==> src/verilog/soc_pkg.sv <==
//~~~~~~~~~~~~~~~~~~~~~~~~~~~~~~~~~~~~~~~~~~~~~~~~~~~~~~~~~~~~~~~~~~~~~~~~~~
// Bus fabric package: address map, memory sizes and wait states,
// the region enum and the request/response structs
//~~~~~~~~~~~~~~~~~~~~~~~~~~~~~~~~~~~~~~~~~~~~~~~~~~~~~~~~~~~~~~~~~~~~~~~~~~

package soc_pkg;

	// On-chip word RAM window
	localparam logic [31:0] RAM_BASE  = 32'h0001_0000;
	localparam int          RAM_WORDS = 256;
	localparam logic [31:0] RAM_LIMIT = RAM_BASE + 32'(RAM_WORDS * 4);

	// External 16-bit SRAM window, sized in 32-bit words
	localparam logic [31:0] SRAM_BASE  = 32'h1000_0000;
	localparam int          SRAM_WORDS = 512;
	localparam logic [31:0] SRAM_LIMIT = SRAM_BASE + 32'(SRAM_WORDS * 4);

	// LED register window
	localparam logic [31:0] LED_BASE  = 32'h5000_0000;
	localparam int          LED_SPAN  = 16;
	localparam logic [31:0] LED_LIMIT = LED_BASE + 32'(LED_SPAN);
	localparam int          LED_WIDTH = 10;

	// Wait states of each 16-bit SRAM access
	localparam int SRAM_WAIT = 2;

	// Array index widths
	localparam int RAM_ADDR_BITS  = $clog2(RAM_WORDS);
	localparam int SRAM_ADDR_BITS = $clog2(2 * SRAM_WORDS);

	typedef enum logic [1:0] {
		REGION_RAM,
		REGION_SRAM,
		REGION_LED,
		REGION_NONE
	} region_t;

	// Master request, rw high for a write
	typedef struct packed {
		logic        rw;
		logic [31:0] address;
		logic [31:0] wdata;
	} bus_req_t;

	// Request after decode, offset counts words from the window base
	typedef struct packed {
		region_t     region;
		logic [15:0] offset;
		logic        rw;
		logic [31:0] wdata;
	} dec_req_t;

	typedef struct packed {
		logic [31:0] rdata;
		logic        error;
	} dev_rsp_t;

endpackage

==> src/verilog/bus_execute.sv <==
//~~~~~~~~~~~~~~~~~~~~~~~~~~~~~~~~~~~~~~~~~~~~~~~~~~~~~~~~~~~~~~~~~~~~~~~~~~
// Bus execute stage: enables the addressed device, holds the LED
// register and signals completion with the device response
//~~~~~~~~~~~~~~~~~~~~~~~~~~~~~~~~~~~~~~~~~~~~~~~~~~~~~~~~~~~~~~~~~~~~~~~~~~
`timescale 1ns/1ps

module bus_execute (
	input  logic                          i_clock,
	input  logic                          i_reset,
	input  logic                          i_dec_valid,
	input  soc_pkg::dec_req_t             i_dec_req,
	output logic                          o_ram_enable,
	output logic                          o_ram_rw,
	output logic [15:0]                   o_ram_address,
	output logic [31:0]                   o_ram_wdata,
	input  logic [31:0]                   i_ram_rdata,
	output logic                          o_mem_enable,
	output logic                          o_mem_rw,
	output logic [15:0]                   o_mem_address,
	output logic [31:0]                   o_mem_wdata,
	input  logic [31:0]                   i_mem_rdata,
	input  logic                          i_mem_ready,
	output logic [soc_pkg::LED_WIDTH-1:0] o_leds,
	output logic                          o_done,
	output soc_pkg::dev_rsp_t             o_rsp
);
	import soc_pkg::*;

	logic ram_pending;
	logic mem_pending;
	logic pending_rw;
	logic immediate;

	// Device strobes come straight from the decode strobe
	assign o_ram_enable  = i_dec_valid && i_dec_req.region == REGION_RAM;
	assign o_ram_rw      = i_dec_req.rw;
	assign o_ram_address = i_dec_req.offset;
	assign o_ram_wdata   = i_dec_req.wdata;

	assign o_mem_enable  = i_dec_valid && i_dec_req.region == REGION_SRAM;
	assign o_mem_rw      = i_dec_req.rw;
	assign o_mem_address = i_dec_req.offset;
	assign o_mem_wdata   = i_dec_req.wdata;

	// LED and unmapped accesses finish in the decode cycle
	assign immediate = i_dec_valid &&
		(i_dec_req.region == REGION_LED || i_dec_req.region == REGION_NONE);

	always_ff @(posedge i_clock) begin
		if (i_reset) begin
			ram_pending <= 1'b0;
			mem_pending <= 1'b0;
			o_leds      <= '0;
		end else begin
			// RAM answers one cycle after its enable
			ram_pending <= o_ram_enable;
			if (o_mem_enable)
				mem_pending <= 1'b1;
			else if (i_mem_ready)
				mem_pending <= 1'b0;
			if (i_dec_valid && i_dec_req.region == REGION_LED && i_dec_req.rw)
				o_leds <= i_dec_req.wdata[LED_WIDTH-1:0];
		end
	end

	always_ff @(posedge i_clock) begin
		if (i_dec_valid)
			pending_rw <= i_dec_req.rw;
	end

	assign o_done = immediate || ram_pending || (mem_pending && i_mem_ready);

	// Writes, LED reads and unmapped accesses return zero
	always_comb begin
		o_rsp = '0;
		if (ram_pending && !pending_rw)
			o_rsp.rdata = i_ram_rdata;
		else if (mem_pending && !pending_rw)
			o_rsp.rdata = i_mem_rdata;
		o_rsp.error = immediate && i_dec_req.region == REGION_NONE;
	end

	// No second device starts while one is still outstanding
	a_one_device: assert property (@(posedge i_clock) disable iff (i_reset)
		$onehot0({o_ram_enable, o_mem_enable, immediate, ram_pending, mem_pending}))
		else $error("more than one device active");

endmodule

==> config.mk <==
export PLATFORM = sky130hd
export DESIGN_NAME = bus_execute
export DESIGN_NICKNAME = d
export VERILOG_FILES = /design/src/verilog/soc_pkg.sv /design/src/verilog/bus_execute.sv
export SDC_FILE = /design/constraint.sdc
export NUM_CORES = 1
export LEC_CHECK = 0
export BUFFER_PORTS_ARGS = -buffer_cell sky130_fd_sc_hd__buf_2
export CAP_MARGIN = 20
export CORE_AREA = 3 3 102 104
export CTS_CLUSTER_SIZE = 30
export DETAILED_ROUTE_END_ITERATION = 10
export DIE_AREA = 0 0 105 107
export GPL_ROUTABILITY_DRIVEN = 0
export PLACE_DENSITY = 0.5
export SLEW_MARGIN = 0
export SYNTH_ARGS = -nofsm -noshare
export SYNTH_HDL_FRONTEND = slang
export SYNTH_SLANG_ARGS = --single-unit
==> constraint.sdc <==
create_clock -name i_clock -period 3.41 [get_ports i_clock]
set_input_delay 0.341 -clock i_clock [delete_from_list [all_inputs] [get_ports i_clock]]
set_output_delay 0.341 -clock i_clock [all_outputs]
set_load 0.005 [all_outputs]
# After elaboration in Yosys (flattened, before gate mapping)

Cells that the tools add are included.

Word-level logic and storage cells: 26
Output and inout bits: 144
Input port bits: 119
Bits in registers: 13

Equal/unequal tests: 3
Reduce and logical (&&, ||, !) cells: 15
Mux-type cells: 4

Operator list:

| operator                                             | count |
|---|---|
| 2-to-1 mux 32 bit                                    | 2 |
| logical AND 1 bit                                    | 9 |
| equality test 2 bit (second input constant)          | 2 |
| logical OR 1 bit                                     | 3 |
| equality test 2 x 1 -> 1 bit (second input constant) | 1 |
| logical NOT 2 bit                                    | 1 |
| 2-to-1 mux 1 bit                                     | 2 |
| nonzero test 2 bit                                   | 1 |
| logical NOT 1 bit                                    | 1 |

# Logic depth before layout (Yosys ltp)

Depth after elaboration: 5
Mapped depth: 4

# Least setup slack after synthesis

Ideal clock, no wire load.

Path kind: reg2out
Start point: register pending_rw
End point: output o_rsp[10] (netlist bit)
Stages on the path, launching flop included: 4
Data arrival time: 1.012 ns
Path slack: 2.057 ns
Path buffers: 1
Cell sequence: edfxtp_1 nor3b_2 buf_2 a22o_1

RTL lines:

| item                   | line              | RTL |
|---|---|---|
| start, declared        | bus_execute.sv:31 | `logic pending_rw;` |
| start signal, assigned | bus_execute.sv:68 | `pending_rw <= i_dec_req.rw;` |
| end, declared          | bus_execute.sv:25 | `output soc_pkg::dev_rsp_t o_rsp` |

==> results.txt <==
WP depth: 4
first-pass GRT wire length: 7.33 mm
post-DR vias/cell: 3.74
share of post-route cells with drive strength above 1: 0.653
Critical R2R Launch: mem_pending
CTS buffer count: 3
CTS H-tree lvls: 1
sequential-to-total area share from yosys stat: 0.162
crit path cell chain: nor3b_4 -> buf_4 -> a22o_1 -> buf_2
slowest CP cell: edfxtp_1
cts repair resizes: 0
max-cap viol count: 0
Worst slew margin: 0.594
R2R depth: 2
leading post-synthesis cells by cell area: buf_4 45%, a22o_1 17%, dfxtp_1 14%
final worst-path setup slack: 1.46 ns
post-CTS setup buffer count: 0
Initial Util: 0.173
pin count of the biggest net entering global routing: 33
cell family with most CP delay: buffers and inverters
Critical Path Sink: o_rsp[13]
area delta synth->final: 10.3%
I/O Buffers: 148
die span in x: 105 um
Worst Path Arrival: 1.61 ns
Routed WL per cell: 13.4 um
worst slew pin tran: 0.608 ns
Die Y-Extent: 107 um
Synth cell types: 17
Starting DRT DRC Count: 65
Reg-to-Reg End: mem_pending
CP required: 3.07 ns
dpl ws: 1.71 ns
vias after detailed routing: 1392
CP endpoint kind: primary output
maximum VDD drop: 0.146 mV
DRC viols: 0
worst skew pair latency: 0.23 ns
f_max: 514 MHz
status: finished clean
Cells after DPL: 368
number of synthesized register bits: 13
syn avg cell area: 8.62 um2
slowest stage delay, CP: 0.43 ns
Post-CTS Hold Fix Bufs: 0
TritonCTS Sinks: 13
final setup skew: 0 ns
startpoint types: register
crit share post-route: 0.571
Pins Over Slew Limit: 0
cell area after synthesis: 1660 um2
reg-to-reg slack, setup: 2.68 ns
Tot Pwr: 410 uW
global route overflow: 0
# fillers: 1131
die area: 11200 um2
setup TNS: 0 ns
number of warnings issued by yosys: 0
Pwr per Cell Area: 223 nW/um2
Yosys top cell by area: buf_4
Hold Crit Class: primary input to register
core area: 9640 um2
Root Buffer: clkbuf_8
CTS tree: yes
DP Wirelength: 4.13 mm
Crit Path Class: register to primary output
Antenna diodes: 0
Post-DRT Antenna Nets: 0
vias in the first global route: 1395
CP startpoint: pending_rw
post-layout minimum cycle time: 1.95 ns
drt first pass iters: 4
WHS: 0.349 ns
Non-Filler Instances: 372
Setup violations, final: 0
Yosys top cell area share: 0.447
num rows: 36
Post-Syn Instances: 193
LEAKAGE: 0.996 nW
io pins: 263
crit-path max FO: 32
GRT Overall Usage: 0.0804
Hold Vio Cnt, Final: 0
CP bufs+invs: 2
syn nets: 312
CTS clk-pin slew, worst paths: 0.05 ns
Clock Tree Buf Depth: 2
Nets: 359
initial antenna violation count: 0
RSZ-0062 raised after global routing: false
drt total wl: 4.98 mm
cell type report:
type	count	area, um2	area share
timing repair buffer	150	756	0.412
multi-input combinational	72	598	0.326
tap	133	166	0.0907
sequential	13	270	0.147
clock buffer	4	45.0	0.0245
per-layer routing:
| metal | part of all wire | vias up | track usage |
|---|---|---|---|
| li1 | - | 649 | - |
| met1 | 0.39 | 599 | 0.0945 |
| met2 | 0.46 | 115 | 0.130 |
| met3 | 0.12 | 29 | 0.0289 |
| met4 | 0.032 | 0 | 0.0394 |
| met5 | 0 | - | 0 |
flip-flops by register name (all words and copies together), names as in the netlist:
signal       cells
ram_pending      1
mem_pending      1
pending_rw       1
o_leds          10
cell families after synthesis:
family | Yosys count | synth area share
buffers and inverters | 108 | 0.483
AO/OA/AOI/OAI | 34 | 0.180
AND/OR/NAND/NOR | 28 | 0.114
flip-flops | 13 | 0.162
multiplexers | 10 | 0.0602
worst reg2reg max path: stages, from the launching register on:
cell and delay [ns]:
dfxtp_1 0.32, nor2b_1 0.13, o21ba_2 0.18
synthesized netlist by cell type:
cell       n
buf_4     99
a22o_1    32
nand2b_1  20
dfxtp_1   12
mux2i_1   10
buf_2      4
buf_6      3
nor2b_1    3
clkbuf_1   2
a221o_1    1
and3_1     1
and3b_1    1
and4b_1    1
edfxtp_1   1
nor3b_1    1
nor3b_2    1
o21ba_2    1
cells in the final DEF (no fill, tap or decap), drive strengths merged:
cell type and count:
buf 150, a22o 32, nand2b 20, dfxtp 12, mux2i 10, clkbuf 4
nor2b 3, nor3b 2, and3b 1, a221o 1, and3 1, and4b 1
o21ba 1, edfxtp 1
through the flow:
stage | utilization | cell area, um2
after CTS | 0.190 | 1840
after global routing | 0.190 | 1840
after detailed placement | 0.186 | 1790
after floorplan | - | 1660
after global placement | 0.186 | 1790
final | 0.190 | 1840
how the worst min path moves through the flow:
stage,from,end,slack (ns),depth (start not counted)
2_1_floorplan,i_dec_req[32],pending_rw,0.44,0
3_3_place_gp,o_leds[6],o_leds[6],0.46,2
3_5_place_dp,o_leds[6],o_leds[6],0.46,2
4_1_cts,i_dec_req[32],pending_rw,0.35,1
5_1_grt,i_dec_req[32],pending_rw,0.36,1
6_report,i_dec_req[32],pending_rw,0.35,1
report_power, final:
part / switching, mW / internal, mW / total, mW
Sequential: 0.00312 / 0.158 / 0.161
Combinational: 0.0477 / 0.0675 / 0.115
Clock: 0.0512 / 0.0823 / 0.134
Note: power is estimated with default switching activity, not from simulation.
