File: src/verilog/mem_16_to_32.sv
//~~~~~~~~~~~~~~~~~~~~~~~~~~~~~~~~~~~~~~~~~~~~~~~~~~~~~~~~~~~~~~~~~~~~~~~~~~
// 32-to-16 bridge: one word access becomes two halfword accesses,
// low half first, with the read halves joined back together
//~~~~~~~~~~~~~~~~~~~~~~~~~~~~~~~~~~~~~~~~~~~~~~~~~~~~~~~~~~~~~~~~~~~~~~~~~~
`timescale 1ns/1ps

module mem_16_to_32 (
	input  logic        i_clock,
	input  logic        i_reset,
	input  logic        i_enable,
	input  logic        i_rw,
	input  logic [15:0] i_address,
	input  logic [31:0] i_wdata,
	output logic [31:0] o_rdata,
	output logic        o_ready,
	output logic        o_ram_enable,
	output logic        o_ram_rw,
	output logic [16:0] o_ram_address,
	output logic [15:0] o_ram_wdata,
	input  logic [15:0] i_ram_rdata,
	input  logic        i_ram_ready
);

	typedef enum logic [1:0] {
		S_IDLE,
		S_LOW,
		S_HIGH
	} state_t;

	state_t      state;
	logic        rw_q;
	logic [15:0] address_q;
	logic [31:0] wdata_q;
	logic [15:0] rdata_low;

	always_ff @(posedge i_clock) begin
		if (i_reset) begin
			state        <= S_IDLE;
			o_ram_enable <= 1'b0;
			o_ready      <= 1'b0;
		end else begin
			o_ram_enable <= 1'b0;
			o_ready      <= 1'b0;
			case (state)
				S_IDLE: if (i_enable) begin
					state        <= S_LOW;
					o_ram_enable <= 1'b1;
				end
				// Low half done, start the high half
				S_LOW: if (i_ram_ready) begin
					state        <= S_HIGH;
					o_ram_enable <= 1'b1;
				end
				S_HIGH: if (i_ram_ready) begin
					state   <= S_IDLE;
					o_ready <= 1'b1;
				end
				default: state <= S_IDLE;
			endcase
		end
	end

	always_ff @(posedge i_clock) begin
		if (state == S_IDLE && i_enable) begin
			rw_q      <= i_rw;
			address_q <= i_address;
			wdata_q   <= i_wdata;
		end
		if (state == S_LOW && i_ram_ready)
			rdata_low <= i_ram_rdata;
		if (state == S_HIGH && i_ram_ready)
			o_rdata <= {i_ram_rdata, rdata_low};
	end

	// Halfword address is 2*word, plus one for the high half
	assign o_ram_rw      = rw_q;
	assign o_ram_address = {address_q, state == S_HIGH};
	assign o_ram_wdata   = (state == S_HIGH) ? wdata_q[31:16] : wdata_q[15:0];

	// SRAM answers only an issued halfword access
	a_ready_pending: assert property (@(posedge i_clock) disable iff (i_reset)
		i_ram_ready |-> state != S_IDLE && !o_ram_enable)
		else $error("SRAM ready without a pending access");

endmodule

File: config.mk
export PLATFORM = sky130hd
export DESIGN_NAME = mem_16_to_32
export DESIGN_NICKNAME = d
export VERILOG_FILES = /design/src/verilog/mem_16_to_32.sv
export SDC_FILE = /design/constraint.sdc
export NUM_CORES = 1
export LEC_CHECK = 0
export BUFFER_PORTS_ARGS = -buffer_cell sky130_fd_sc_hd__buf_4
export CORE_MARGIN = 5
export CORE_UTILIZATION = 47
export DETAILED_ROUTE_END_ITERATION = 10
export PLACE_DENSITY = 0.8
export SYNTH_ARGS = -nofsm -noshare
export SYNTH_HDL_FRONTEND = slang
export SYNTH_SLANG_ARGS = --single-unit
File: constraint.sdc
create_clock -name i_clock -period 3.8 [get_ports i_clock]
set_input_delay 0.19 -clock i_clock [delete_from_list [all_inputs] [get_ports i_clock]]
set_output_delay 0.19 -clock i_clock [all_outputs]
set_load 0.05 [all_outputs]
== Word-level counts from Yosys, hierarchy flattened ==
Index checks and enable logic that the tools add are counted.
Operators by class
  reduce and logical (&&, ||, !) cells: 6
  muxes and demuxes: 8
  bitwise gates (word level): 1
  equal/unequal tests: 5
Operators by type and width (number)
  two-way mux 16 bit: 1
  two-way mux 2 bit: 3
  case mux 2 bit (3 select lines): 1
  inequality test 2 bit (second input constant): 2
  logical AND 1 bit: 3
  AND reduction 3 bit: 1
  == test 2 x 1 -> 1 bit (second input constant): 1
  == test 2 bit (second input constant): 1
  zero test 2 bit: 1
  two-way mux 1 bit: 2
  inequality test 2 x 1 -> 1 bit (second input constant): 1
  case mux 1 bit (2 select lines): 1
  OR reduction 2 bit: 1
  inverter 1 bit: 1
Storage, ports and cells
  output and inout port bits: 68
  register bits: 101
  input port bits: 69
  logic and storage cells: 28

== Depth between registers and ports, before layout ==
Gate-level depths: netlist of the first run.
  word-level depth: 3
  depth in mapped cells: 4
  mapped depth without buffers: 2

== Least setup slack after synthesis of the first run ==
No wires, ideal clock.
  kind: register -> register
  start: reg state[0]
  end: reg address_q[0], enable pin
  buffers on the path: 0
  period minus slack after synthesis: 3.019 ns
  stages on the path, launching flop included: 3
  setup time: 0.456 ns
  data required time: 3.344 ns
  slack: 0.781 ns
  arrival: 2.564 ns
  cell sequence: dfxtp_1 nand2b_1 nor2_1
Between the ends
  longest elaborated chain between the ends: 2
Ends and longest elaborated chain
  start, declared: line 30  | state_t state;
  start signal, assigned: line 38  | state <= S_IDLE;
  start signal, assigned: line 46  | state <= S_LOW;
  start signal, assigned: line 51  | state <= S_HIGH;
  zero test 2 bit: line 64  | if (state == S_IDLE && i_enable) begin
  logical AND 1 bit: line 64
  end signal, assigned: line 66  | address_q <= i_address;
  end, declared: line 32  | logic [15:0] address_q;
No other way between the ends.
A chain may end at the register's enable or synchronous reset.

== Worst setup path in the final report of the first run ==
  start: reg state[1]
  end: out o_ram_wdata[0]
Between the ends
  longest elaborated chain between the ends: 2
Ends and longest elaborated chain
  == test 2 bit: line 78  | assign o_ram_wdata = (state == S_HIGH) ? wdata_q[31:16] : wdata_q[15:0];
  two-way mux 16 bit: line 78
  end, declared: line 19  | output logic [15:0] o_ram_wdata,
No other way between the ends.

==> impl_metrics.env, run 1 <==
export IMPL_post_synth_inst_count=132
export IMPL_die_height_um=93.96
export IMPL_detail_route_wirelength_met1_um=2869
export IMPL_final_period_minus_worst_setup_slack_ns=2.409
export IMPL_routed_wl_met2_um=3531
export IMPL_postRouteWirelength_um=7418
export IMPL_critical_path_slowest_cell="nor2b_2"
export IMPL_seq_area_um2=2993
export IMPL_worst_slew_pin_slew_ns=0.9408
export IMPL_finalWeightedCongestion=0.7006
export IMPL_path_class="register to output pin"
export IMPL_worst_r2r_endpoint="wdata_q[16]$_DFFE_PP_"
export IMPL_timing_critical_path_slowest_cell_delay_ns=0.53
export IMPL_drcViolationCount=0
export IMPL_fillerInstances=383
export IMPL_synthFlopType="edfxtp_1"
export IMPL_worst_r2r_startpoint="state[0]$_SDFFE_PP0P_"
export IMPL_number_of_enable_flip_flop_cells_after_synthesis=97
export IMPL_totalNegativeSetupSlack_ns=0
export IMPL_synth_async_reset_ratio=0
export IMPL_crit_path_end="o_ram_wdata[0]"
export IMPL_drt_first_iter_violations=52
export IMPL_cts_buffers_inserted=9
export IMPL_p_total_mw=2.285
export IMPL_syn_area_per_cell_um2=25.10
export IMPL_groute_usage_overall=0.1752
export IMPL_postCtsSetupBuffers=0
export IMPL_crit_path_end_kind="output pin"
export IMPL_clk_pin_slew_worst_paths_ns=0.09
export IMPL_die_outline_area_um2=8828
export IMPL_setup_crit_start="state[1]$_SDFFE_PP0P_"
export IMPL_grt_start_max_net_pins=36
export IMPL_status="finished clean"
export IMPL_worst_skew_pair_late_latency_ns=0.36
export IMPL_tritoncts="yes"
export IMPL_buffer_ports_inserted=136
export IMPL_boundaryPins=137
export IMPL_grt_setup_unrepaired="no"
export IMPL_fmax_ghz=0.4151
export IMPL_p_leak_nw=2.031
export IMPL_die_x_um=93.96
export IMPL_worst_ir_drop_vdd_v=0.0002955
export IMPL_initial_utilization=0.4850
export IMPL_worstRegToRegCells=3
export IMPL_wp_data_arrival_ns=2.22
export IMPL_final_period_utilization=0.6340
export IMPL_drtPass1Iterations=4
export IMPL_multiInputGateArea_um2=292.8
export IMPL_crit_required_ns=3.61
export IMPL_cts_max_path_buffers=2
export IMPL_fraction_of_layout_instances_using_a_drive_strength_above_1=0.5060
export IMPL_antenna_diode_count=0
export IMPL_crit_path_cell_trace="nor2b_2, buf_4, mux2_2, buf_4"
export IMPL_sequential_share_of_the_synthesized_area=0.9033
export IMPL_synthesis_yosys_warnings=0
export IMPL_dp_cells=365
export IMPL_row_count=30
export IMPL_power_density_nw_per_um2=443.3
export IMPL_flow_area_growth_from_synthesis_pct=55.55
export IMPL_reg2reg_setup_slack_ns=1.79
export IMPL_placement_cell_area_um2=4453
export IMPL_netlist_area_um2=3313
export IMPL_cts_max_level=3
export IMPL_cap_violations=0
export IMPL_finished_cell_area_um2=5154
export IMPL_timing_max_slew_rel_slack=0.3713
export IMPL_ys_seq_elements=101
export IMPL_layout_nets=400
export IMPL_synth_top_area_cell="edfxtp_1"
export IMPL_routed_top_layer="met4"
export IMPL_clock_root_buffer="clkbuf_8"
export IMPL_wl_met3_um=787
export IMPL_final_number_of_hold_violating_endpoints=0
export IMPL_ant_nets=0
export IMPL_finalSetupViolCount=0
export IMPL_synthTopCellsByArea="edfxtp_1 (88%), mux2_4 (3.2%), mux2_2 (3.1%)"
export IMPL_startpoint_type_of_the_worst_setup_path="register"
export IMPL_vias=1951
export IMPL_cts_num_sinks=101
export IMPL_layoutNonFillerInstCount=432
export IMPL_avgRoutedWirePerCell_um=17.17
export IMPL_grt_first_pass_wirelength_um=11240
export IMPL_fin_skew_ns=0.008152
export IMPL_grt_overflow_total=0
export IMPL_drv_slew=0
export IMPL_grt_pass1_vias=2106
export IMPL_hold_class="primary input to register"
export IMPL_cell_repeated_most_along_the_worst_path="buf_4"
export IMPL_area_fraction_of_the_dominant_cell_type_after_synthesis=0.8792
export IMPL_ys_types=18
export IMPL_critical_path_peak_fanout=11
export IMPL_avgViaCountPerCell=4.516
export IMPL_antenna_found_initial=0
export IMPL_area_inside_the_core_boundary_um2=6832
export IMPL_synthesis_nets=201
export IMPL_finish_utilization=0.7544
[worst min-delay path by stage]
stage / slack, ns / to / depth (start not counted) / start
2_1_floorplan: 0.26 / state[1]$_SDFFE_PP0P_ / 1 / i_reset
4_1_cts: 0.001 / state[1]$_SDFFE_PP0P_ / 2 / i_reset
3_3_place_gp: 0.37 / wdata_q[6]$_DFFE_PP_ / 1 / i_wdata[6]
6_report: 0.02 / o_rdata[27]$_DFFE_PP_ / 1 / i_ram_rdata[11]
3_5_place_dp: 0.37 / wdata_q[22]$_DFFE_PP_ / 1 / i_wdata[22]
5_1_grt: 0.0002 / o_rdata[25]$_DFFE_PP_ / 1 / i_ram_rdata[9]
[cell type report]
type | instances | share of cell area
Sequential cell | 101 | 0.5807
Timing Repair Buffer | 190 | 0.3015
Multi-Input combinational cell | 28 | 0.05681
Clock buffer | 11 | 0.02549
Tap cell | 96 | 0.02331
Clock inverter | 5 | 0.01141
Inverter | 1 | 0.0007283
[cell usage after synthesis (2+ instances only)]
library cell  instances
nor2_1                2
dfxtp_1               4
mux2_2                9
edfxtp_1             97
mux2_4                7
[cell families (layout without fill, tap and decap cells)]
group / after synthesis / in the layout / share of synthesized area
buffers and inverters: 3 / 207 / 0.01057
muxes: 16 / 16 / 0.06231
DFF: 101 / 101 / 0.9033
and+or+nand+nor: 9 / 9 / 0.01738
AOI/OAI and AO/OA: 3 / 3 / 0.006420
[power by group]
| group | leakage, nW | internal, mW | switching [mW] |
|---|---|---|---|
| sequential | 0.936 | 1.28 | 0.0172 |
| combinational | 1.00 | 0.139 | 0.189 |
| clock | 0.0916 | 0.307 | 0.352 |
[sequential cells by signal, summed over array words and instances, names as in the netlist]
| signal | flops |
|---|---|
| address_q | 16 |
| o_ram_enable | 1 |
| o_ram_rw | 1 |
| o_rdata | 32 |
| o_ready | 1 |
| rdata_low | 16 |
| state | 2 |
| wdata_q | 32 |
[layout by cell type, fill, tap and decap left out, drive strengths merged]
master         n
and3b          1
mux2          16
a21oi          1
nand3b         1
clkinvlp       1
bufinv         1
clkbuf        11
dlygate4sd3   51
nand2b         1
and2           1
or3b           1
edfxtp        97
dfxtp          4
nand2          1
nor2           2
nor2b          1
inv            2
clkinv         2
buf          139
a211oi         1
a2111oi        1
[layer usage]
metal  up-vias  track usage
met5         -            0
met2       115       0.2774
li1        919            -
met3        18      0.06410
met1       899       0.2083
met4         0      0.09386
[stage by stage]
| step | hold WS [ns] | setup slack (ns) |
|---|---|---|
| finish | 0.01962 | 1.391 |
| global route | 0.0002000 | 1.261 |
| CTS | 0.001466 | 1.426 |
| detailed placement | 0.3693 | 1.795 |
| global placement | 0.3681 | 1.871 |
| floorplan | 0.2591 | 0.7808 |
[what timing repair did]
item / in CTS / in global routing
hold buffers: 48 / 3
hold endpoints to repair: 48 / 6
gates resized for setup: 0 / 0
[critical path: cells and delay by family, from the launching register on]
family	cells	cell delay, ns
buffers and inverters	2	0.51
flip-flops	1	0.46
AND/OR/NAND/NOR	1	0.53
multiplexers	1	0.37
Note: power is estimated with default switching activity, not from simulation.
==> run 2: changes to the inputs <==
Settings changed: CORE_UTILIZATION 47 to 42, PLACE_DENSITY 0.8 to 0.76.
Clock period 3.8 ns to 2.1 ns, I/O delays scaled along.
==> run 2 against run 1 <==
- combinational power grew 91%
- cell area grew 4.0%
- cell count grew 5.1%
- sequential cell count is the same
- largest power group unchanged
==> impl_metrics.env, run 2 (same netlist as run 1, synthesis figures left out) <==
export IMPL_status="finished clean"
export IMPL_finalWeightedCongestion=0.6828
export IMPL_hold_class="primary input to register"
export IMPL_grt_overflow_total=0
export IMPL_power_density_nw_per_um2=778.0
export IMPL_wp_data_arrival_ns=1.88
export IMPL_crit_required_ns=2.00
export IMPL_boundaryPins=137
export IMPL_row_count=32
export IMPL_startpoint_type_of_the_worst_setup_path="register"
export IMPL_grt_pass1_vias=2254
export IMPL_worst_r2r_startpoint="state[1]$_SDFFE_PP0P_"
export IMPL_clk_pin_slew_worst_paths_ns=0.09
export IMPL_cts_max_level=3
export IMPL_cts_max_path_buffers=2
export IMPL_layout_nets=416
export IMPL_mostFrequentLayoutCells="buf_4 (137), edfxtp_1 (97), dlygate4sd3_1 (67)"
export IMPL_reg_largest_list="o_rdata x32, wdata_q x32"
export IMPL_dp_cells=371
export IMPL_timing_critical_path_slowest_cell_delay_ns=0.46
export IMPL_grt_start_max_net_pins=47
export IMPL_tritoncts="yes"
export IMPL_worst_slew_pin_slew_ns=0.5941
export IMPL_antenna_diode_count=0
export IMPL_final_number_of_hold_violating_endpoints=0
export IMPL_grt_first_pass_wirelength_um=11780
export IMPL_fillerInstances=497
export IMPL_vias=1996
export IMPL_drt_first_iter_violations=45
export IMPL_fin_skew_ns=0.008119
export IMPL_multiInputGateArea_um2=297.8
export IMPL_p_leak_nw=2.109
export IMPL_initial_utilization=0.4310
export IMPL_cts_buffers_inserted=9
export IMPL_drcViolationCount=0
export IMPL_drv_slew=0
export IMPL_die_height_um=98.82
export IMPL_cap_violations=0
export IMPL_final_period_minus_worst_setup_slack_ns=1.983
export IMPL_fmax_ghz=0.5043
export IMPL_avgRoutedWirePerCell_um=16.50
export IMPL_drtPass1Iterations=4
export IMPL_reg2reg_setup_slack_ns=0.46
export IMPL_postRouteWirelength_um=7489
export IMPL_flow_area_growth_from_synthesis_pct=61.74
export IMPL_crit_path_cell_trace="nor2b_4, buf_12, mux2_2, buf_4"
export IMPL_mostFrequentLayoutCell="buf_4"
export IMPL_critical_path_peak_fanout=13
export IMPL_critical_path_slowest_cell="dfxtp_1"
export IMPL_worst_skew_pair_late_latency_ns=0.35
export IMPL_layoutNonFillerInstCount=454
export IMPL_die_x_um=98.82
export IMPL_path_class="register to output pin"
export IMPL_die_outline_area_um2=9764
export IMPL_finish_utilization=0.6971
export IMPL_fraction_of_layout_instances_using_a_drive_strength_above_1=0.4886
export IMPL_worst_ir_drop_vdd_v=0.0004345
export IMPL_setup_crit_start="state[1]$_SDFFE_PP0P_"
export IMPL_placement_cell_area_um2=4486
export IMPL_post_dp_hpwl_um=4454
export IMPL_avgViaCountPerCell=4.396
export IMPL_grt_setup_unrepaired="no"
export IMPL_final_period_utilization=0.9442
export IMPL_finalSetupViolCount=0
export IMPL_crit_path_end_kind="output pin"
export IMPL_area_inside_the_core_boundary_um2=7687
export IMPL_groute_usage_overall=0.1584
export IMPL_seq_area_um2=2993
export IMPL_hold_path_startpoint="i_enable"
export IMPL_ant_nets=0
export IMPL_cts_num_sinks=101
export IMPL_antenna_found_initial=0
export IMPL_clock_root_buffer="clkbuf_8"
export IMPL_timing_max_slew_rel_slack=0.6035
export IMPL_buffer_ports_inserted=136
export IMPL_finished_cell_area_um2=5359
run 2: report_power, final:
part	switching [mW]	total (mW)	internal [mW]
logic	0.347	0.625	0.278
registers	0.0315	2.35	2.32
clock network	0.639	1.20	0.557
run 2: critical path: cells and delay by family, from the launching register on:
kind,cells,cell delay [ns]
flops,1,0.46
simple gates,1,0.33
mux,1,0.35
buf+inv,2,0.38
run 2: final cells by class:
class                   instances  area share
clock buffers                   9     0.02311
clock inverters                 7     0.01378
inverters                       1   0.0007004
multi-input cells              28     0.05557
flip-flops and latches        101      0.5585
well taps                     102     0.02382
repair buffers                206      0.3245
run 2: per-layer routing:
metal | global-route usage | vias up | part of all wire
met4 | 0.04727 | 0 | 0.013
met3 | 0.07289 | 8 | 0.12
met2 | 0.2619 | 111 | 0.49
li1 | - | 951 | -
met5 | 0 | - | 0
met1 | 0.1856 | 926 | 0.38
run 2: path summary, 6_finish.rpt:
| path | cells after the start | end |
|---|---|---|
| max | 4 | o_ram_wdata[15] |
| min | 3 | state[0]$_SDFFE_PP0P_ |
| max reg2reg | 3 | o_rdata[9]$_DFFE_PP_ |
| min reg2reg | 0 | o_rdata[5]$_DFFE_PP_ |
run 2: repair_timing:
item | in CTS | in global routing
endpoints found under the setup margin | 5 | 0
hold endpoints to repair | 84 | 0
setup buffers | 0 | 0
hold buffers | 67 | 0
gates resized for setup | 1 | 0
run 2: through the flow:
step                      worst slack [ns]  hold slack (ns)  total power [mW]   TNS, ns
after floorplan                  -0.002905           0.1741             2.685  -0.09297
after global placement              0.3951           0.2828             2.901         0
after detailed placement            0.3613           0.2845             2.909         0
after CTS                           0.1196          0.03738             4.197         0
after global routing               0.02248          0.05198             4.329         0
final                               0.1172          0.06007             4.169         0
