[src/verilog/soc_pkg.sv]
//~~~~~~~~~~~~~~~~~~~~~~~~~~~~~~~~~~~~~~~~~~~~~~~~~~~~~~~~~~~~~~~~~~~~~~~~~~
// Bus fabric package: address map, memory sizes and wait states,
// the region enum and the request/response structs
//~~~~~~~~~~~~~~~~~~~~~~~~~~~~~~~~~~~~~~~~~~~~~~~~~~~~~~~~~~~~~~~~~~~~~~~~~~

package soc_pkg;

	// On-chip word RAM window
	localparam logic [31:0] RAM_BASE  = 32'h0001_0000;
	localparam int          RAM_WORDS = 256;
	localparam logic [31:0] RAM_LIMIT = RAM_BASE + 32'(RAM_WORDS * 4);

	// External 16-bit SRAM window, sized in 32-bit words
	localparam logic [31:0] SRAM_BASE  = 32'h1000_0000;
	localparam int          SRAM_WORDS = 512;
	localparam logic [31:0] SRAM_LIMIT = SRAM_BASE + 32'(SRAM_WORDS * 4);

	// LED register window
	localparam logic [31:0] LED_BASE  = 32'h5000_0000;
	localparam int          LED_SPAN  = 16;
	localparam logic [31:0] LED_LIMIT = LED_BASE + 32'(LED_SPAN);
	localparam int          LED_WIDTH = 10;

	// Wait states of each 16-bit SRAM access
	localparam int SRAM_WAIT = 2;

	// Array index widths
	localparam int RAM_ADDR_BITS  = $clog2(RAM_WORDS);
	localparam int SRAM_ADDR_BITS = $clog2(2 * SRAM_WORDS);

	typedef enum logic [1:0] {
		REGION_RAM,
		REGION_SRAM,
		REGION_LED,
		REGION_NONE
	} region_t;

	// Master request, rw high for a write
	typedef struct packed {
		logic        rw;
		logic [31:0] address;
		logic [31:0] wdata;
	} bus_req_t;

	// Request after decode, offset counts words from the window base
	typedef struct packed {
		region_t     region;
		logic [15:0] offset;
		logic        rw;
		logic [31:0] wdata;
	} dec_req_t;

	typedef struct packed {
		logic [31:0] rdata;
		logic        error;
	} dev_rsp_t;

endpackage

[src/verilog/bus_decode.sv]
//~~~~~~~~~~~~~~~~~~~~~~~~~~~~~~~~~~~~~~~~~~~~~~~~~~~~~~~~~~~~~~~~~~~~~~~~~~
// Bus decode stage: accepts one master request at a time and maps
// its address to a region and a word offset
//~~~~~~~~~~~~~~~~~~~~~~~~~~~~~~~~~~~~~~~~~~~~~~~~~~~~~~~~~~~~~~~~~~~~~~~~~~
`timescale 1ns/1ps

module bus_decode (
	input  logic              i_clock,
	input  logic              i_reset,
	input  logic              i_request,
	input  soc_pkg::bus_req_t i_req,
	input  logic              i_done,
	output logic              o_dec_valid,
	output soc_pkg::dec_req_t o_dec_req
);
	import soc_pkg::*;

	logic        busy;
	logic        accept;
	region_t     region;
	logic [31:0] base;
	logic [15:0] word_offset;

	assign accept = i_request && !busy;

	// Window compare, unmapped addresses keep a zero offset
	always_comb begin
		region = REGION_NONE;
		base   = i_req.address;
		if (i_req.address >= RAM_BASE && i_req.address < RAM_LIMIT) begin
			region = REGION_RAM;
			base   = RAM_BASE;
		end else if (i_req.address >= SRAM_BASE && i_req.address < SRAM_LIMIT) begin
			region = REGION_SRAM;
			base   = SRAM_BASE;
		end else if (i_req.address >= LED_BASE && i_req.address < LED_LIMIT) begin
			region = REGION_LED;
			base   = LED_BASE;
		end
		// Low two bits dropped
		word_offset = 16'((i_req.address - base) >> 2);
	end

	always_ff @(posedge i_clock) begin
		if (i_reset) begin
			busy        <= 1'b0;
			o_dec_valid <= 1'b0;
		end else begin
			o_dec_valid <= accept;
			if (accept)
				busy <= 1'b1;
			else if (i_done)
				busy <= 1'b0;
		end
	end

	always_ff @(posedge i_clock) begin
		if (accept) begin
			o_dec_req.region <= region;
			o_dec_req.offset <= word_offset;
			o_dec_req.rw     <= i_req.rw;
			o_dec_req.wdata  <= i_req.wdata;
		end
	end

	// Master holds its request until the ready strobe
	a_req_held: assert property (@(posedge i_clock) disable iff (i_reset)
		busy |-> i_request && $stable(i_req))
		else $error("request changed while access in flight");

endmodule

[config.mk]
export PLATFORM = sky130hd
export DESIGN_NAME = bus_decode
export DESIGN_NICKNAME = d
export VERILOG_FILES = /design/src/verilog/soc_pkg.sv /design/src/verilog/bus_decode.sv
export SDC_FILE = /design/constraint.sdc
export NUM_CORES = 1
export LEC_CHECK = 0
export ABC_AREA = 1
export BUFFER_PORTS_ARGS = -buffer_cell sky130_fd_sc_hd__buf_2
export CORE_ASPECT_RATIO = 1.4
export CORE_UTILIZATION = 49
export DETAILED_ROUTE_END_ITERATION = 10
export PLACE_DENSITY = 0.77
export SYNTH_ARGS = -nofsm -noshare
export SYNTH_HDL_FRONTEND = slang
export SYNTH_SLANG_ARGS = --single-unit
export TNS_END_PERCENT = 5
[constraint.sdc]
create_clock -name i_clock -period 4.4 [get_ports i_clock]
set_input_delay 0.88 -clock i_clock [delete_from_list [all_inputs] [get_ports i_clock]]
set_output_delay 0.88 -clock i_clock [all_outputs]
set_load 0.01 [all_outputs]
# Yosys cells after proc, flatten, opt, wreduce, memory -nomap -nowiden
# Index checks and enable logic that the tools add are counted.
# op_classes
add_sub_neg	1
n_mux	7
n_reduce_logical	7
order_cmp	6
# ops
cell	count
18-bit two-way mux	3
32-bit by 17-bit >= comparator with 1-bit output (second input constant)	1
32-bit by 29-bit >= comparator with 1-bit output (second input constant)	1
32-bit by 31-bit >= comparator with 1-bit output (second input constant)	1
32-bit by 17-bit less-than comparator with 1-bit output (second input constant)	1
32-bit by 29-bit less-than comparator with 1-bit output (second input constant)	1
32-bit by 31-bit less-than comparator with 1-bit output (second input constant)	1
18-bit subtractor	1
1-bit logical AND	4
1-bit two-way mux	4
2-bit nonzero test	1
2-bit OR reduction	1
1-bit zero test	1
# word_totals
reg_bits	53
wordCells	28

# Depth between registers and ports, before layout
# Gate-level depths: netlist of run 1.
# depth
depth_word	6
ltp_mapped	18
mapped_depth_nobuf	18

# Least setup slack after synthesis of run 1
# No wires, ideal clock.
# synth_path
path_kind	input -> register
from	input port i_request
to	register o_dec_req[0] in the netlist's numbering (enable)
path_stages	2
setup_ps	462
slack_ps	847
required_time_ps	3938
path_buffers	0
arrival_ps	3091
path_cell_list	inv_1 > nor2_1
# synth_via
elab_chain_len	1
# synth_lines
element	line_no	text
start, declared	bus_decode.sv:10	input logic i_request,
1-bit logical AND	bus_decode.sv:24	assign accept = i_request && !busy;
named net accept	bus_decode.sv:19	logic accept;
end, declared	bus_decode.sv:14	output soc_pkg::dec_req_t o_dec_req
# The timed path passes the listed nets, and every way through them passes these cells.
# A chain may end at the register's enable or synchronous reset.

# Worst setup path after layout of run 1
# layout_path
from	input port i_req[46] in the netlist's numbering
to	register o_dec_req[43] in the netlist's numbering, data pin
# layout_via
elab_chain_len	6
# layout_lines
element	line_no	text
start, declared	bus_decode.sv:11	input soc_pkg::bus_req_t i_req,
32-bit by 31-bit >= comparator with 1-bit output / 32-bit by 31-bit less-than comparator with 1-bit output (equally long branches)	bus_decode.sv:36	end else if (i_req.address >= LED_BASE && i_req.address < LED_LIMIT) begin
1-bit logical AND	bus_decode.sv:36	
18-bit two-way mux	bus_decode.sv:36	
18-bit two-way mux	bus_decode.sv:33	end else if (i_req.address >= SRAM_BASE && i_req.address < SRAM_LIMIT) begin
18-bit two-way mux *	bus_decode.sv:30	if (i_req.address >= RAM_BASE && i_req.address < RAM_LIMIT) begin
18-bit subtractor *	bus_decode.sv:41	word_offset = 16'((i_req.address - base) >> 2);
named net word_offset[10]	bus_decode.sv:22	logic [15:0] word_offset;
# Mark *: on every way through the listed nets, which the timed path passes. The rest lies on a longest branch.

==> results of run 1 <==
==> layout make-up <==
type | count | share of cell area
clock inverter | 3 | 0.00665
clock buffer | 5 | 0.0183
tap | 70 | 0.0233
multi-input combinational | 234 | 0.312
timing repair buffer | 120 | 0.160
inverter | 62 | 0.0619
sequential | 53 | 0.418
==> kinds of logic (layout without fill, tap and decap cells) <==
family	after synthesis	after routing
buffers and inverters	62	190
xor gates and xnor gates	8	8
and+or+nand+nor	194	194
DFF	53	53
adders and majority gates	16	16
AOI/OAI and AO/OA	16	16
==> cell usage after synthesis <==
| library cell | number |
|---|---|
| nor2_1 | 38 |
| nor3_1 | 7 |
| nand2_1 | 116 |
| o21bai_1 | 1 |
| inv_1 | 61 |
| and2_1 | 1 |
| nor2_2 | 3 |
| nand2_2 | 2 |
| dfxtp_1 | 2 |
| or2_1 | 1 |
| ha_1 | 16 |
| edfxtp_1 | 51 |
| nand3b_1 | 1 |
| clkinv_1 | 1 |
| xor2_1 | 8 |
| nand4_1 | 1 |
| nand3_1 | 21 |
| nor2_4 | 2 |
| a21oi_1 | 14 |
| o211ai_1 | 1 |
| nand2_4 | 1 |
==> stage by stage <==
step,cell area [µm²],util
4_1_cts,3760,0.641
6_report,3760,0.641
3_3_place_gp,3670,0.625
2_1_floorplan,2970,-
5_1_grt,3760,0.641
3_5_place_dp,3670,0.625
==> worst register-to-register path, cell delays in order, from the launching register on <==
cell and delay, ps:
dfxtp_1 340, nor2_4 480, buf_4 470
==> routing by layer <==
metal / track usage / up-vias
met5: 0 / -
met4: 0.0938 / 0
met3: 0.0388 / 11
met2: 0.389 / 94
met1: 0.201 / 1133
li1: - / 1367
==> power by group through the flow <==
stage          Combinational (µW)  Sequential, µW  Clock (µW)
5_1_grt                       294             617         300
6_report                      257             612         275
4_1_cts                       258             613         281
3_3_place_gp                  250             623           0
2_1_floorplan                 133             648           0
3_5_place_dp                  257             625           0
==> cells in the final DEF (no fill, tap or decap), drive strengths merged <==
| cell type | count |
|---|---|
| nand2 | 119 |
| nand4 | 1 |
| xor2 | 8 |
| nor2 | 43 |
| o211ai | 1 |
| inv | 62 |
| or2 | 1 |
| edfxtp | 51 |
| o21bai | 1 |
| clkinvlp | 1 |
| nand3b | 1 |
| nand3 | 21 |
| clkbuf | 5 |
| clkinv | 2 |
| buf | 120 |
| a21oi | 14 |
| and2 | 1 |
| dfxtp | 2 |
| ha | 16 |
| nor3 | 7 |
==> registers in the layout, indices dropped and copies added, names as in the netlist <==
name         flops
busy             1
o_dec_valid      1
o_dec_req       51
==> path summary, 6_finish.rpt <==
path	from	end	cells past startpoint
hold reg to reg	busy	busy	2
hold / removal	busy	busy	2
setup reg to reg	busy	o_dec_req[19]	2
setup / recovery	i_req[46]	o_dec_req[43]	17
==> out/summary.txt, run 1 <==
CTS resizes = 0
Synth area leader = edfxtp_1
slew margin rel. = 0.614
first-pass GRT wire length = 9800 µm
fin crit share = 0.659
PwrDens = 304 nW/µm²
die span in y = 94.1 µm
crit path capture type = flip-flop
Met3 Wirelength = 485 µm
post-synthesis adder-cell area fraction = 0.0674
Data arrival, critical path = 2950 ps
Reg power frac = 0.535
post-CTS setup buffer count = 0
Crit path top cell by count = nand2_1
Detail Route Antenna Nets = 0
routed len/inst = 11.3 µm
Port-buffer cells = 119
DRC Markers = 0
Final Max Slew Viols = 0
Setup Skew = 7.65 ps
Die W = 67.8 µm
Cell Count, Final, Fillers Out = 547
initial antenna violation count = 0
top layer in use = met4
vias = 2605
largest family of logic cells by synthesized area = simple AND/OR/NAND/NOR gates
largest net degree at the start of global routing = 32
Max Cap Viol = 0
Hold Path Class = reg -> reg
count of cell types in the netlist = 21
Area contributors post-synth = edfxtp_1, nand2_1, inv_1
Clock power frac = 0.240
number of global-route vias before repair = 2355
nets = 561
P_int = 819 µW
minimum hold slack = 498 ps
average cell area after synthesis = 8.51 µm²
M1 WL = 2310 µm
All-Layer GR Usage = 0.204
Finish-stage setup viols = 0
instance count of the mapped netlist = 349
worst skew pair latency = 300 ps
DRT Pass-1 Iters = 5
LEAKAGE = 0.00196 µW
core area = 5860 µm²
Post-Route WL = 6200 µm
CTS tree = done
DIE AREA = 6380 µm²
Area growth syn-to-layout = 26.7%
synth warn = 0
Post-Synth XOR/XNOR Area = 0.0236
CTS Sinks = 53
FF+latch area = 1570 µm²
Startpoint Class = primary input
Crit path largest cell delay = 290 ps
Comb pwr share = 0.224
switching portion of total power = 0.284
Initial Util = 0.506
run status = finished clean
CTS Buf Count = 5
syn_nets = 434
pre-CTS setup slack = 1210 ps
I/O Pins = 121
num rows = 33
DPL Wire Length = 5060 µm
post-synth top area share = 0.516
Synth Register Bits = 53
H-Tree Depth = 2
Filler Cell Count = 507
compound-cell area share of the yosys netlist = 0.0287
mapped cell area = 2970 µm²
Setup WS post-layout = 1500 ps
Placer Congestion = 0.863
DP Cell Count = 539
post-route minimum period = 2900 ps
share of cells above drive strength 1 = 0.287
Critical Path RT = 4450 ps
maximum VDD drop = 0.000175 V
simple-gate area share of the yosys netlist = 0.273
Bufs on Longest Clock Path = 2
unrepaired setup endpoints after global routing = false
via/cell ratio = 4.76
Post-CTS Hold Buffers = 0
kind of critical path = in -> reg
clock root cell = clkbuf_8
Diodes inserted = 0
cell-by-cell trace of the critical path = buf_2 > nor2_1 > nand2_1 > nor2_1 > nand3_1 > nor2_1 > nor2_4 > nand3_1 > ha_1 > a21oi_1 > nand2_1 > nand2_1 > nand2_1 > nand2_1 > nand2_1 > nand2_1 > nand2_1
actual slew at the worst max-slew pin = 577 ps
sequential area share after synthesis = 0.529
CP max FO = 10
worst path bufs/invs = 1
Reg2Reg Setup Slack = 2770 ps
P_sw = 324 µW
count of final hold-check violations = 0
slowest CP cell = ha_1
met2 WL post-DR = 3270 µm
Overflow after GRT = 0
post-synthesis mux area share = 0
Max Freq = 345 MHz
Sum Neg Setup Slack = 0 ps
Multi-input gate area = 1170 µm²
Iter 0 DRT Violations = 138
delay-heaviest family, CP = simple AND/OR/NAND/NOR gates
Power, Total = 1140 µW
clock slew at reported path FFs = 90 ps
No activity file was read; power rests on OpenSTA's default activity.
==> run 2: changes to the inputs <==
==> constraint.sdc (replaced) <==
create_clock -name i_clock -period 2.91 [get_ports i_clock]
set_input_delay 0.582 -clock i_clock [delete_from_list [all_inputs] [get_ports i_clock]]
set_output_delay 0.582 -clock i_clock [all_outputs]
set_load 0.01 [all_outputs]
==> run 2 against run 1 <==
Flip-flop and latch count did not move; count of clock-buffer cells in the layout unchanged; first-iteration DRC count grew 0.72%; critical path type unchanged; sequential power grew 51%; routed wire length decreased by 0.66%; final cell count is 0.18% higher; largest power group unchanged; critical path depth decreased by 1.
==> out/summary.txt, run 2 (synthesized netlist as in run 1, its figures left out) <==
run status = finished clean
Largest Register = o_dec_req
post-route minimum period = 2500 ps
largest net degree at the start of global routing = 53 (+66%)
fin crit share = 0.860
CTS resizes = 0 (unchanged)
maximum VDD drop = 0.000205 V (+17%)
Iter 0 DRT Violations = 139 (+0.72%)
most frequent cells in the layout = buf_2, nand2_1, inv_1, edfxtp_1, nor2_1
Placer Congestion = 0.865 (+0.24%)
Reg2Reg Setup Slack = 1540 ps (-1230 ps)
core area = 5860 µm² (unchanged)
Detail Route Antenna Nets = 0 (unchanged)
kind of critical path = in -> reg
clock slew at reported path FFs = 100 ps (about the same)
H-Tree Depth = 2 (unchanged)
DPL Wire Length = 5110 µm (+0.95%)
Max Freq = 399 MHz
All-Layer GR Usage = 0.212 (+0.00825)
worst flop-to-flop path endpoint = o_dec_req[49]
Diodes inserted = 0 (unchanged)
PwrDens = 460 nW/µm² (+51%)
I/O Pins = 121 (unchanged)
slew margin rel. = 0.583 (-0.0313)
CP Launch Point = i_req[42]
fin util = 0.643 (+0.00149)
Post-Route WL = 6160 µm (-0.66%)
Max Cap Viol = 0 (unchanged)
Port-buffer cells = 119 (unchanged)
Filler Cell Count = 502 (-0.99%)
worst skew pair latency = 300 ps (about the same)
worst r2r path cells = 2 (unchanged)
die span in y = 94.1 µm (unchanged)
Initial Util = 0.506 (unchanged)
count of final hold-check violations = 0 (unchanged)
Die W = 67.8 µm (unchanged)
initial antenna violation count = 0 (unchanged)
Crit path top cell by count = nand2_1
CTS Buf Count = 5 (unchanged)
CTS Sinks = 53 (unchanged)
Largest regs = o_dec_req x51, busy x1, o_dec_valid x1
crit path capture type = flip-flop
via/cell ratio = 4.78 (+0.32%)
share of cells above drive strength 1 = 0.289 (+0.00149)
Hold Path Class = in -> reg
CP max FO = 10 (unchanged)
FF+latch area = 1570 µm² (unchanged)
post-CTS setup buffer count = 0 (unchanged)
number of global-route vias before repair = 2483 (+5.4%)
vias = 2618 (+0.50%)
Area growth syn-to-layout = 27.0%
cell-by-cell trace of the critical path = buf_2 > or2_1 > nor2_2 > nand2_1 > nor2_2 > nand2_2 > nand3_1 > ha_1 > a21oi_1 > nand2_1 > nand2_1 > nand2_1 > nand2_1 > nand2_1 > nand2_1 > nand2_1
Sum Neg Setup Slack = 0 ps (unchanged)
Post-CTS Hold Buffers = 0 (unchanged)
Final Max Slew Viols = 0 (unchanged)
Data arrival, critical path = 2570 ps (-380 ps)
clock root cell = clkbuf_8
Bufs on Longest Clock Path = 2 (unchanged)
CTS tree = done
Overflow after GRT = 0 (unchanged)
Crit path largest cell delay = 280 ps (about the same)
LEAKAGE = 0.00196 µW (+0.15%)
CP endpoint = o_dec_req[43]
DIE AREA = 6380 µm² (unchanged)
first-pass GRT wire length = 10300 µm (+4.6%)
max FFs per register = 51 (unchanged)
slowest CP cell = ha_1
nets = 562 (+0.18%)
Critical Path RT = 2980 ps (-1470 ps)
routed len/inst = 11.2 µm (-0.84%)
commonest non-fill, non-tap cell in the layout = buf_2
Multi-input gate area = 1170 µm² (unchanged)
Startpoint Class = primary input
DRT Pass-1 Iters = 4 (-1)
num rows = 33 (unchanged)
actual slew at the worst max-slew pin = 625 ps (+48.3 ps)
RR Startpoint = busy
unrepaired setup endpoints after global routing = false
DRC Markers = 0 (unchanged)
Finish-stage setup viols = 0 (unchanged)
Setup Skew = 6.18 ps (-1.48 ps)
[run 2: cell types whose count changed in the layout (fill, tap and decap cells not counted), sizes merged]
cell and change:
clkinv -1, clkinvlp +1, buf +1
[run 2: through the flow]
step / total power (µW) / setup slack, ps / cell area (µm²) / hold slack (ps) / instances
finish: 1730 / 406 / 3770 / 432 / 548
global route: 1830 / 106 / 3770 / 423 / 548
CTS: 1750 / 419 / 3770 / 424 / 548
detailed placement: 1330 / 79.0 / 3670 / 501 / 540
global placement: 1320 / 113 / 3670 / 483 / 540
floorplan: 1180 / 480 / 2970 / 449 / 349
[run 2: how the worst min path moves through the flow]
stage                     startpoint    to  slack (ps)  cells past startpoint
final                        i_reset  busy         430                      2
after floorplan                 busy  busy         450                      2
after global routing         i_reset  busy         420                      2
after detailed placement        busy  busy         500                      2
after CTS                    i_reset  busy         420                      2
after global placement          busy  busy         480                      2
[run 2: metal layers]
metal  share of wire  track usage  vias to the layer above
li1                -            -                     1366
met1            0.38        0.222                     1129
met2            0.50        0.391                      105
met3           0.083       0.0328                       18
met4           0.033        0.109                        0
met5               0            0                        -
[run 2: critical path, delay by kind of cell]
| kind | cells | cell delay [ps] |
|---|---|---|
| compound gates | 1 | 220 |
| simple gates | 13 | 1370 |
| buf+inv | 1 | 130 |
| fa+ha+maj | 1 | 280 |
[run 2: layout make-up]
type,instances,area share
multi-input combinational,234,0.311
timing repair buffer,121,0.162
inverter,62,0.0617
sequential,53,0.417
clock inverter,3,0.00697
tap,70,0.0232
clock buffer,5,0.0183
[run 2: where the power goes]
group	total, µW	leakage [µW]	internal [µW]	switching [µW]
clock network	421	0.0000423	175	246
registers	926	0.000502	913	12.6
logic	388	0.00141	152	235
